## config.mk

```make
export PLATFORM = sky130hd
export DESIGN_NAME = cmd_subsys_top
export DESIGN_NICKNAME = d
export VERILOG_FILES = /design/src/cmd_pkg.sv /design/src/cmd_subsys_top.sv /design/src/rb_combine.sv /design/src/user_regs.sv /design/src/shell_regs.sv /design/src/cmd_pkt_proc.sv /design/src/cvita_hdr_parser.sv /design/src/cmd_fifo.sv
export SDC_FILE = /design/constraint.sdc
export NUM_CORES = 2
export LEC_CHECK = 0
export ABC_CLOCK_PERIOD_IN_PS = 39600
export BUFFER_PORTS_ARGS = -buffer_cell sky130_fd_sc_hd__buf_4
export CORE_ASPECT_RATIO = 0.6
export CORE_MARGIN = 2
export CORE_UTILIZATION = 65
export CTS_BUF_LIST = sky130_fd_sc_hd__clkbuf_8
export DETAILED_ROUTE_END_ITERATION = 16
export HOLD_SLACK_MARGIN = 0.1
export PLACE_DENSITY = 0.81
export SLEW_MARGIN = 20
export SYNTH_ARGS = -nofsm -noshare
export SYNTH_HDL_FRONTEND = slang
export SYNTH_SLANG_ARGS = --single-unit
```

## constraint.sdc

```tcl
create_clock -name clk -period 39.6 [get_ports clk]
set_clock_uncertainty 0.2 [all_clocks]
set_input_delay 1.98 -clock clk [delete_from_list [all_inputs] [get_ports clk]]
set_output_delay 1.98 -clock clk [all_outputs]
set_load 0.005 [all_outputs]
```

## src/cmd_pkg.sv

```systemverilog
// Command subsystem package with the shared widths, stream beat, header and settings bus types
package cmd_pkg;

  typedef logic [7:0]  sr_addr_t;
  typedef logic [31:0] sr_data_t;
  typedef logic [63:0] vita_time_t;
  typedef logic [7:0]  rb_addr_t;
  typedef logic [63:0] rb_data_t;

  // CVITA packet types as they appear in the top two header bits
  typedef enum logic [1:0] {
    pkt_data = 2'b00,
    pkt_cmd  = 2'b10,
    pkt_resp = 2'b11
  } pkt_type_e;

  // One 64-bit stream beat with its end-of-packet flag
  typedef struct packed {
    logic        last;
    logic [63:0] data;
  } axis_beat_t;

  // Header word layout, most significant field first
  typedef struct packed {
    pkt_type_e   pkt_type;
    logic        has_time;
    logic        eob;
    logic [11:0] seqnum;
    logic [15:0] pkt_len;
    logic [31:0] sid;
  } cvita_hdr_t;

  // Settings bus carrying one write per cycle with stb high
  typedef struct packed {
    logic       stb;
    sr_addr_t   addr;
    sr_data_t   data;
    vita_time_t vtime;
  } set_bus_t;

endpackage
```

## src/cmd_subsys_top.sv

```systemverilog
// Command subsystem top with the input FIFO, header parser, processor, register banks and combiner
module cmd_subsys_top import cmd_pkg::*; #(
  parameter int       FIFO_SIZE       = 5,
  parameter bit       USE_TIME        = 1'b1,
  parameter sr_addr_t SR_RB_ADDR      = 8'd0,
  parameter sr_addr_t SR_RB_ADDR_USER = 8'd1,
  parameter sr_addr_t SR_SHELL_BASE   = 8'd0,
  parameter int       NUM_SHELL       = 8,
  parameter sr_addr_t SR_USER_BASE    = 8'd128,
  parameter int       NUM_USER        = 4,
  parameter rb_addr_t RB_USER_SEL     = 8'd16
) (
  input  logic       clk,
  input  logic       reset,
  input  logic       i_clear,
  input  axis_beat_t i_cmd,
  input  logic       i_cmd_valid,
  output logic       o_cmd_ready,
  input  vita_time_t i_vita_time,
  output axis_beat_t o_resp,
  output logic       o_resp_valid,
  input  logic       i_resp_ready
);

  axis_beat_t fifo_data;
  logic       fifo_valid;
  logic       fifo_ready;
  cvita_hdr_t hdr;
  vita_time_t pkt_time;
  axis_beat_t pay_data;
  logic       pay_valid;
  logic       pay_ready;
  set_bus_t   set_bus;
  rb_addr_t   rb_addr;
  rb_addr_t   rb_addr_user;
  rb_data_t   shell_rb_data;
  rb_data_t   user_rb_data;
  rb_data_t   rb_data;
  logic       rb_stb;

  cmd_fifo #(.FIFO_SIZE(FIFO_SIZE)) u_fifo (
    .clk(clk), .reset(reset), .i_clear(i_clear),
    .i_data(i_cmd), .i_valid(i_cmd_valid), .o_ready(o_cmd_ready),
    .o_data(fifo_data), .o_valid(fifo_valid), .i_ready(fifo_ready)
  );

  cvita_hdr_parser u_parser (
    .clk(clk), .reset(reset), .i_clear(i_clear),
    .i_data(fifo_data), .i_valid(fifo_valid), .o_ready(fifo_ready),
    .o_hdr(hdr), .o_time(pkt_time),
    .o_data(pay_data), .o_valid(pay_valid), .i_ready(pay_ready)
  );

  cmd_pkt_proc #(
    .USE_TIME(USE_TIME), .SR_RB_ADDR(SR_RB_ADDR), .SR_RB_ADDR_USER(SR_RB_ADDR_USER)
  ) u_proc (
    .clk(clk), .reset(reset),
    .i_hdr(hdr), .i_time(pkt_time),
    .i_data(pay_data), .i_valid(pay_valid), .o_ready(pay_ready),
    .i_vita_time(i_vita_time), .o_set(set_bus),
    .o_rb_addr(rb_addr), .o_rb_addr_user(rb_addr_user),
    .i_rb_stb(rb_stb), .i_rb_data(rb_data),
    .o_resp(o_resp), .o_resp_valid(o_resp_valid), .i_resp_ready(i_resp_ready)
  );

  shell_regs #(.SR_SHELL_BASE(SR_SHELL_BASE), .NUM_SHELL(NUM_SHELL)) u_shell (
    .clk(clk), .reset(reset), .i_set(set_bus),
    .i_rb_addr(rb_addr), .o_rb_data(shell_rb_data)
  );

  user_regs #(.SR_USER_BASE(SR_USER_BASE), .NUM_USER(NUM_USER)) u_user (
    .clk(clk), .reset(reset), .i_set(set_bus),
    .i_rb_addr_user(rb_addr_user), .o_rb_data(user_rb_data)
  );

  rb_combine #(.RB_USER_SEL(RB_USER_SEL)) u_rb (
    .clk(clk), .reset(reset), .i_set(set_bus), .i_rb_addr(rb_addr),
    .i_shell_data(shell_rb_data), .i_user_data(user_rb_data),
    .o_rb_stb(rb_stb), .o_rb_data(rb_data)
  );

endmodule

```

## src/rb_combine.sv

```systemverilog
// Readback combiner that picks the shell or user bank result and makes the readback strobe
module rb_combine import cmd_pkg::*; #(
  parameter rb_addr_t RB_USER_SEL = 8'd16
) (
  input  logic     clk,
  input  logic     reset,
  input  set_bus_t i_set,
  input  rb_addr_t i_rb_addr,
  input  rb_data_t i_shell_data,
  input  rb_data_t i_user_data,
  output logic     o_rb_stb,
  output rb_data_t o_rb_data
);

  logic stb_d1;

  // The strobe trails the write by the bank update plus one sampling register
  always_ff @(posedge clk) begin
    if (reset) begin
      stb_d1   <= 1'b0;
      o_rb_stb <= 1'b0;
    end else begin
      stb_d1   <= i_set.stb;
      o_rb_stb <= stb_d1;
    end
  end

  // Sample once the banks show the result of the write
  always_ff @(posedge clk) begin
    if (stb_d1) begin
      o_rb_data <= (i_rb_addr == RB_USER_SEL) ? i_user_data : i_shell_data;
    end
  end

endmodule

```

## src/user_regs.sv

```systemverilog
// User register bank with a running count of writes into the bank
module user_regs import cmd_pkg::*; #(
  parameter sr_addr_t SR_USER_BASE = 8'd128,
  parameter int       NUM_USER     = 4
) (
  input  logic     clk,
  input  logic     reset,
  input  set_bus_t i_set,
  input  rb_addr_t i_rb_addr_user,
  output rb_data_t o_rb_data
);

  sr_data_t regs [NUM_USER];
  sr_data_t wr_count;
  logic     hit;

  always_comb begin
    hit = 1'b0;
    for (int i = 0; i < NUM_USER; i++) begin
      if (i_set.addr == sr_addr_t'(SR_USER_BASE + i)) begin
        hit = 1'b1;
      end
    end
  end

  always_ff @(posedge clk) begin
    if (reset) begin
      wr_count <= '0;
      for (int i = 0; i < NUM_USER; i++) begin
        regs[i] <= '0;
      end
    end else if (i_set.stb && hit) begin
      wr_count <= wr_count + 1'b1;
      for (int i = 0; i < NUM_USER; i++) begin
        if (i_set.addr == sr_addr_t'(SR_USER_BASE + i)) begin
          regs[i] <= i_set.data;
        end
      end
    end
  end

  // Count goes in the upper word, selected register in the lower word
  always_comb begin
    o_rb_data = {wr_count, 32'd0};
    for (int i = 0; i < NUM_USER; i++) begin
      if (i_rb_addr_user == rb_addr_t'(i)) begin
        o_rb_data[31:0] = regs[i];
      end
    end
  end

endmodule

```

## src/shell_regs.sv

```systemverilog
// Shell register bank written from the settings bus, where the readback address writes also land
module shell_regs import cmd_pkg::*; #(
  parameter sr_addr_t SR_SHELL_BASE = 8'd0,
  parameter int       NUM_SHELL     = 8
) (
  input  logic     clk,
  input  logic     reset,
  input  set_bus_t i_set,
  input  rb_addr_t i_rb_addr,
  output rb_data_t o_rb_data
);

  sr_data_t regs [NUM_SHELL];

  always_ff @(posedge clk) begin
    if (reset) begin
      for (int i = 0; i < NUM_SHELL; i++) begin
        regs[i] <= '0;
      end
    end else if (i_set.stb) begin
      for (int i = 0; i < NUM_SHELL; i++) begin
        if (i_set.addr == sr_addr_t'(SR_SHELL_BASE + i)) begin
          regs[i] <= i_set.data;
        end
      end
    end
  end

  // Readback index counts from zero, anything past the bank reads as zero
  always_comb begin
    o_rb_data = '0;
    for (int i = 0; i < NUM_SHELL; i++) begin
      if (i_rb_addr == rb_addr_t'(i)) begin
        o_rb_data = rb_data_t'(regs[i]);
      end
    end
  end

endmodule

```

## src/cmd_pkt_proc.sv

```systemverilog
// Command packet processor that turns payload words into settings writes and answers with readback
module cmd_pkt_proc import cmd_pkg::*; #(
  parameter bit       USE_TIME        = 1'b1,
  parameter sr_addr_t SR_RB_ADDR      = 8'd0,
  parameter sr_addr_t SR_RB_ADDR_USER = 8'd1
) (
  input  logic       clk,
  input  logic       reset,
  input  cvita_hdr_t i_hdr,
  input  vita_time_t i_time,
  input  axis_beat_t i_data,
  input  logic       i_valid,
  output logic       o_ready,
  input  vita_time_t i_vita_time,
  output set_bus_t   o_set,
  output rb_addr_t   o_rb_addr,
  output rb_addr_t   o_rb_addr_user,
  input  logic       i_rb_stb,
  input  rb_data_t   i_rb_data,
  output axis_beat_t o_resp,
  output logic       o_resp_valid,
  input  logic       i_resp_ready
);

  typedef enum logic [3:0] {
    st_head,
    st_time,
    st_timed_wait,
    st_data,
    st_set_wait,
    st_readback,
    st_resp_head,
    st_resp_time,
    st_resp_data,
    st_drop
  } state_e;

  state_e     state;
  cvita_hdr_t hdr_q;
  cvita_hdr_t resp_hdr;
  vita_time_t resp_time;
  vita_time_t cmd_time_m2;
  rb_data_t   rb_hold;
  sr_addr_t   cmd_addr;
  logic       beat_in;
  logic       resp_out;

  assign beat_in  = i_valid & o_ready;
  assign resp_out = o_resp_valid & i_resp_ready;
  assign cmd_addr = i_data.data[39:32];

  // Response header keeps the seqnum and swaps source and destination IDs
  always_comb begin
    resp_hdr          = hdr_q;
    resp_hdr.pkt_type = pkt_resp;
    resp_hdr.has_time = USE_TIME;
    resp_hdr.eob      = 1'b0;
    resp_hdr.pkt_len  = USE_TIME ? 16'd24 : 16'd16;
    resp_hdr.sid      = {hdr_q.sid[15:0], hdr_q.sid[31:16]};
  end

  // Release two cycles early to cover the register stages up to the banks
  always_ff @(posedge clk) begin
    cmd_time_m2 <= i_time - 64'd2;
  end

  always_ff @(posedge clk) begin
    if (reset) begin
      state          <= st_head;
      o_ready        <= 1'b0;
      o_set.stb      <= 1'b0;
      o_resp_valid   <= 1'b0;
      o_rb_addr      <= '0;
      o_rb_addr_user <= '0;
    end else begin
      case (state)
        // The parser has already taken the header, so look at it once payload shows up
        st_head: begin
          if (i_valid) begin
            hdr_q <= i_hdr;
            if (i_hdr.pkt_type != pkt_cmd) begin
              o_ready <= 1'b1;
              state   <= st_drop;
            end else if (i_hdr.has_time) begin
              state <= st_time;
            end else begin
              o_set.vtime <= '0;
              o_ready     <= 1'b1;
              state       <= st_data;
            end
          end
        end

        st_time: begin
          o_set.vtime <= i_time;
          if (USE_TIME) begin
            state <= st_timed_wait;
          end else begin
            o_ready <= 1'b1;
            state   <= st_data;
          end
        end

        st_timed_wait: begin
          if (i_vita_time >= cmd_time_m2) begin
            o_ready <= 1'b1;
            state   <= st_data;
          end
        end

        // One settings write per payload word
        st_data: begin
          if (beat_in) begin
            o_set.stb  <= 1'b1;
            o_set.addr <= cmd_addr;
            o_set.data <= i_data.data[31:0];
            if (cmd_addr == SR_RB_ADDR) begin
              o_rb_addr <= i_data.data[7:0];
            end else if (cmd_addr == SR_RB_ADDR_USER) begin
              o_rb_addr_user <= i_data.data[7:0];
            end
            if (i_data.last) begin
              o_ready <= 1'b0;
              state   <= st_set_wait;
            end
          end else begin
            o_set.stb <= 1'b0;
          end
        end

        // Stay until the strobe has been low a cycle, so readback strobes from
        // earlier words of a long packet go by before we listen
        st_set_wait: begin
          o_set.stb <= 1'b0;
          if (!o_set.stb) begin
            state <= st_readback;
          end
        end

        st_readback: begin
          if (i_rb_stb) begin
            resp_time    <= i_vita_time;
            rb_hold      <= i_rb_data;
            o_resp.last  <= 1'b0;
            o_resp.data  <= resp_hdr;
            o_resp_valid <= 1'b1;
            state        <= st_resp_head;
          end
        end

        st_resp_head: begin
          if (resp_out) begin
            if (USE_TIME) begin
              o_resp.last <= 1'b0;
              o_resp.data <= resp_time;
              state       <= st_resp_time;
            end else begin
              o_resp.last <= 1'b1;
              o_resp.data <= rb_hold;
              state       <= st_resp_data;
            end
          end
        end

        st_resp_time: begin
          if (resp_out) begin
            o_resp.last <= 1'b1;
            o_resp.data <= rb_hold;
            state       <= st_resp_data;
          end
        end

        st_resp_data: begin
          if (resp_out) begin
            o_resp_valid <= 1'b0;
            state        <= st_head;
          end
        end

        // Swallow the rest of a packet that is not a command
        st_drop: begin
          if (beat_in && i_data.last) begin
            o_ready <= 1'b0;
            state   <= st_head;
          end
        end

        default: state <= st_head;
      endcase
    end
  end

endmodule

```

## src/cvita_hdr_parser.sv

```systemverilog
// CVITA header parser that latches the header and time word and forwards only payload beats
module cvita_hdr_parser import cmd_pkg::*; (
  input  logic       clk,
  input  logic       reset,
  input  logic       i_clear,
  input  axis_beat_t i_data,
  input  logic       i_valid,
  output logic       o_ready,
  output cvita_hdr_t o_hdr,
  output vita_time_t o_time,
  output axis_beat_t o_data,
  output logic       o_valid,
  input  logic       i_ready
);

  typedef enum logic [1:0] {
    ph_head,
    ph_time,
    ph_payload
  } phase_e;

  phase_e     phase;
  cvita_hdr_t in_hdr;
  logic       beat_in;

  assign in_hdr = cvita_hdr_t'(i_data.data);

  // Header and time beats are always taken here, payload waits for the consumer
  assign o_ready = (phase == ph_payload) ? i_ready : 1'b1;
  assign o_valid = (phase == ph_payload) & i_valid;
  assign o_data  = i_data;
  assign beat_in = i_valid & o_ready;

  always_ff @(posedge clk) begin
    if (reset || i_clear) begin
      phase <= ph_head;
    end else if (beat_in) begin
      case (phase)
        ph_head: begin
          // A header-only packet leaves us waiting for the next header
          if (!i_data.last) begin
            phase <= in_hdr.has_time ? ph_time : ph_payload;
          end
        end
        ph_time: begin
          phase <= i_data.last ? ph_head : ph_payload;
        end
        ph_payload: begin
          if (i_data.last) begin
            phase <= ph_head;
          end
        end
        default: phase <= ph_head;
      endcase
    end
  end

  // Fields hold until the next header or time beat arrives
  always_ff @(posedge clk) begin
    if (beat_in && phase == ph_head) begin
      o_hdr <= in_hdr;
    end
    if (beat_in && phase == ph_time) begin
      o_time <= i_data.data;
    end
  end

endmodule

```

## src/cmd_fifo.sv

```systemverilog
// Command FIFO that buffers stream beats and their last flag in a circular buffer
module cmd_fifo import cmd_pkg::*; #(
  parameter int FIFO_SIZE = 5
) (
  input  logic       clk,
  input  logic       reset,
  input  logic       i_clear,
  input  axis_beat_t i_data,
  input  logic       i_valid,
  output logic       o_ready,
  output axis_beat_t o_data,
  output logic       o_valid,
  input  logic       i_ready
);

  localparam int DEPTH = 2 ** FIFO_SIZE;

  axis_beat_t mem [DEPTH];
  logic [FIFO_SIZE:0] wr_ptr;
  logic [FIFO_SIZE:0] rd_ptr;
  logic full;
  logic empty;
  logic push;
  logic pop;
  logic up;

  // The extra pointer bit tells a full buffer from an empty one
  assign empty = (wr_ptr == rd_ptr);
  assign full  = (wr_ptr[FIFO_SIZE] != rd_ptr[FIFO_SIZE]) &&
                 (wr_ptr[FIFO_SIZE-1:0] == rd_ptr[FIFO_SIZE-1:0]);

  // Input side opens one cycle after reset is released
  assign o_ready = up & ~full;
  assign o_valid = ~empty;
  assign o_data  = mem[rd_ptr[FIFO_SIZE-1:0]];

  assign push = i_valid & o_ready;
  assign pop  = o_valid & i_ready;

  always_ff @(posedge clk) begin
    if (reset) begin
      up     <= 1'b0;
      wr_ptr <= '0;
      rd_ptr <= '0;
    end else begin
      up <= 1'b1;
      if (i_clear) begin
        wr_ptr <= '0;
        rd_ptr <= '0;
      end else begin
        if (push) begin
          wr_ptr <= wr_ptr + 1'b1;
        end
        if (pop) begin
          rd_ptr <= rd_ptr + 1'b1;
        end
      end
    end
  end

  always_ff @(posedge clk) begin
    if (push) begin
      mem[wr_ptr[FIFO_SIZE-1:0]] <= i_data;
    end
  end

endmodule

```

==> results.sh <==
export IMPL_nFillCells=9816
export IMPL_cts_repair_timing_setup_buffer_count=0
export IMPL_post_dp_cell_area_mm2=0.122
export IMPL_max_clock_buf_depth=4
export IMPL_tritoncts_clock_tree="done"
export IMPL_global_route_wire_length_before_repair_um=426000
export IMPL_fraction_of_the_yosys_area_taken_by_sequential_cells_pct=76.8
export IMPL_synth_top_cells_by_area="edfxtp_1 74%, mux4_2 13%, dfxtp_1 2.4%"
export IMPL_max_cap_violations=0
export IMPL_min_period_over_period_pct=17.9
export IMPL_place_port_buffers=200
export IMPL_cts_made_buffers=410
export IMPL_synth_unique_cells=87
export IMPL_max_freq_mhz=141
export IMPL_htree_levels=5
export IMPL_place_congestion=0.882
export IMPL_run_status="finished, final reports clean"
export IMPL_floorplan_initialDensity_pct=65.7
export IMPL_detail_route_drc_violations=0
export IMPL_clock_net_sink_count=3057
export IMPL_share_of_final_layout_standard_cells_stronger_than_drive_strength_1_pct=25.1
export IMPL_finalHoldViolations=0
export IMPL_clock_latency_of_the_later_clocked_register_in_the_worst_skew_pair_ns=1.01
export IMPL_max_vdd_drop_mv=0.0440
export IMPL_finalNetCount=6388
export IMPL_power_static_leakage_uw=0.0417
export IMPL_area_enclosed_by_the_die_boundary_mm2=0.185
export IMPL_yosys_area_top_type_share_pct=74.4
export IMPL_finalSetupViolations=0
export IMPL_detail_route_wirelength_um=296000
export IMPL_cts_root_buf="clkbuf_8"
export IMPL_area_growth_syn_to_layout_pct=10.0
export IMPL_unrepaired_setup_endpoints_after_global_routing="no"
export IMPL_synth_enable_flop_cells=2916
export IMPL_crit_type="flop to flop"
export IMPL_synthesis_area_mm2=0.118
export IMPL_cts_hold_buf=0
export IMPL_synthMostInstantiatedCell="edfxtp_1"
export IMPL_dp_hpwl_um=171000
export IMPL_cp_max_fo=70
export IMPL_floorplan_core_area_mm2=0.179
export IMPL_multiInputGateArea_mm2=0.0257
export IMPL_timing_critical_path_to_type="flop"
export IMPL_drt_pass1_iterations=6
export IMPL_initial_drc_count=10295
export IMPL_regArea_mm2=0.0904
export IMPL_grt_max_degree=143
export IMPL_slew_viol_final=0
export IMPL_synth_cells=5753
export IMPL_clk_pin_slew_worst_paths_ns=0.07
export IMPL_post_synth_top_area_cell="edfxtp_1"
export IMPL_final_area_mm2=0.130
export IMPL_nets_in_the_synthesized_netlist=5958
export IMPL_floorplan_io_pins=201
export IMPL_drtAntennaViolNets=0
export IMPL_layout_cells_non_filler=8900
export IMPL_yosysWarnings=0
export IMPL_grt_pass1_vias=60908
export IMPL_die_h_um=334
export IMPL_antenna_found_initial=18
export IMPL_grt_usage_pct=32.4
export IMPL_critPathLaunchType="flop"
export IMPL_cts_resized_gates=0
export IMPL_average_cell_area_after_synthesis_um2=20.5
export IMPL_synth_seq_cells=3057
export IMPL_setup_tns_final_ns=0
export IMPL_post_drt_wl_per_cell_um=33.2
export IMPL_route_detailed_vias_per_inst=6.88
export IMPL_ys_async_sr_fraction_pct=0
export IMPL_synthFlopType="edfxtp_1"
export IMPL_row_count=120
export IMPL_power_density_cell_area_mw_per_mm2=46.0
export IMPL_post_synth_most_frequent_cells="2916 x edfxtp_1, 687 x mux4_2, 447 x nor2_1, 186 x clkbuf_1, 177 x nand2_1"
export IMPL_worst_slew_margin_rel_pct=20.0
export IMPL_die_width_um=553
export IMPL_holdCritPathClass="flop to flop"
export IMPL_tightestPinTransition_ns=1.20
export IMPL_post_route_util_pct=72.3
export IMPL_timing_critical_path_arrival_ns=7.82
export IMPL_period_minus_slack_ns=7.11
export IMPL_grt_remaining_overflow=0
export IMPL_critical_path_required_ns=40.31
export IMPL_placed_cells_incl_taps=8149
export IMPL_via_count=61242
[path summary, 6_finish.rpt]
path / slack [ns] / to / from / depth (start not counted)
worst min-delay path: 0.22 / u_proc.rb_hold[57] / u_rb.o_rb_data[57] / 0
worst max register to register: 32.49 / u_proc.o_rb_addr[6] / flop / 10
worst min register to register: 0.22 / u_proc.rb_hold[57] / u_rb.o_rb_data[57] / 0
worst max-delay path: 32.49 / u_proc.o_rb_addr[6] / flop / 10
[layout by cell type (no fill, tap or decap), types with 59 or more instances in the layout]
cell type,n
a21oi_1,59
buf_4,312
clkbuf_8,431
clkinv_1,81
dfxtp_1,130
edfxtp_1,2916
ha_1,71
inv_1,323
mux2i_1,110
mux4_2,687
nand2_1,176
nor2_1,414
o21ai_0,92
xor2_1,63
[routing by layer]
metal	GRT usage [%]	up-vias	wire, µm
li1	-	24140	-
met1	48.6	31541	109000
met2	48.1	4989	135000
met3	8.42	552	42500
met4	9.58	20	9060
met5	0	-	130
[final cells by class]
class	count	area share [%]
Clock inverter	312	1.11
Antenna cell	7	0.0135
Inverter	154	0.448
Timing Repair Buffer	318	1.90
Tap cell	2379	2.30
Multi-Input combinational cell	2242	19.8
Clock buffer	431	4.58
Sequential cell	3057	69.8
[kinds of logic after synthesis]
group / share of synthesized area [%]
flip-flops: 76.8
AO/OA/AOI/OAI: 1.74
adder cells (fa/ha/maj): 0.755
XOR/XNOR: 0.714
multiplexers: 14.8
AND/OR/NAND/NOR: 3.50
buffers and inverters: 1.64
[registers in the layout (all words and copies together) (netlist names), 4 cells and up, named ones only]
name                   cells
u_shell.regs             256
u_user.wr_count           32
u_proc.o_resp             65
u_rb.o_rb_data            64
u_fifo.rd_ptr              6
u_proc.hdr_q              44
u_user.regs              128
u_proc.cmd_time_m2        64
u_proc.state               4
u_proc.resp_time          64
u_proc.o_rb_addr_user      8
u_proc.o_set              41
u_proc.rb_hold            64
u_fifo.mem              2080
u_parser.o_hdr            47
u_proc.o_rb_addr           8
u_fifo.wr_ptr              6
u_parser.o_time           64
[per-stage QoR]
step	setup slack [ns]	hold WS [ns]	power, µW
after CTS	32.58	0.202	5970
after global routing	32.28	0.222	6110
final	32.49	0.218	5950
after floorplan	24.07	0.123	3740
after detailed placement	32.63	0.189	3830
after global placement	32.70	0.182	3820
[worst max-delay path: stages (launching register included)]
cell     delay [ns]
dfxtp_4        0.83
buf_4          0.95
buf_4          0.83
buf_4          0.94
buf_4          0.89
mux4_1         0.43
mux4_2         0.55
mux2i_4        0.39
inv_2          0.20
nor3_4         0.41
o21a_1         0.16
[power by group]
part / switching (µW) / internal (µW)
clock: 1150 / 1040
sequential: 13.2 / 3560
combinational: 130 / 70.9
total: 1290 / 4660
(Power assumes the default switching activity.)
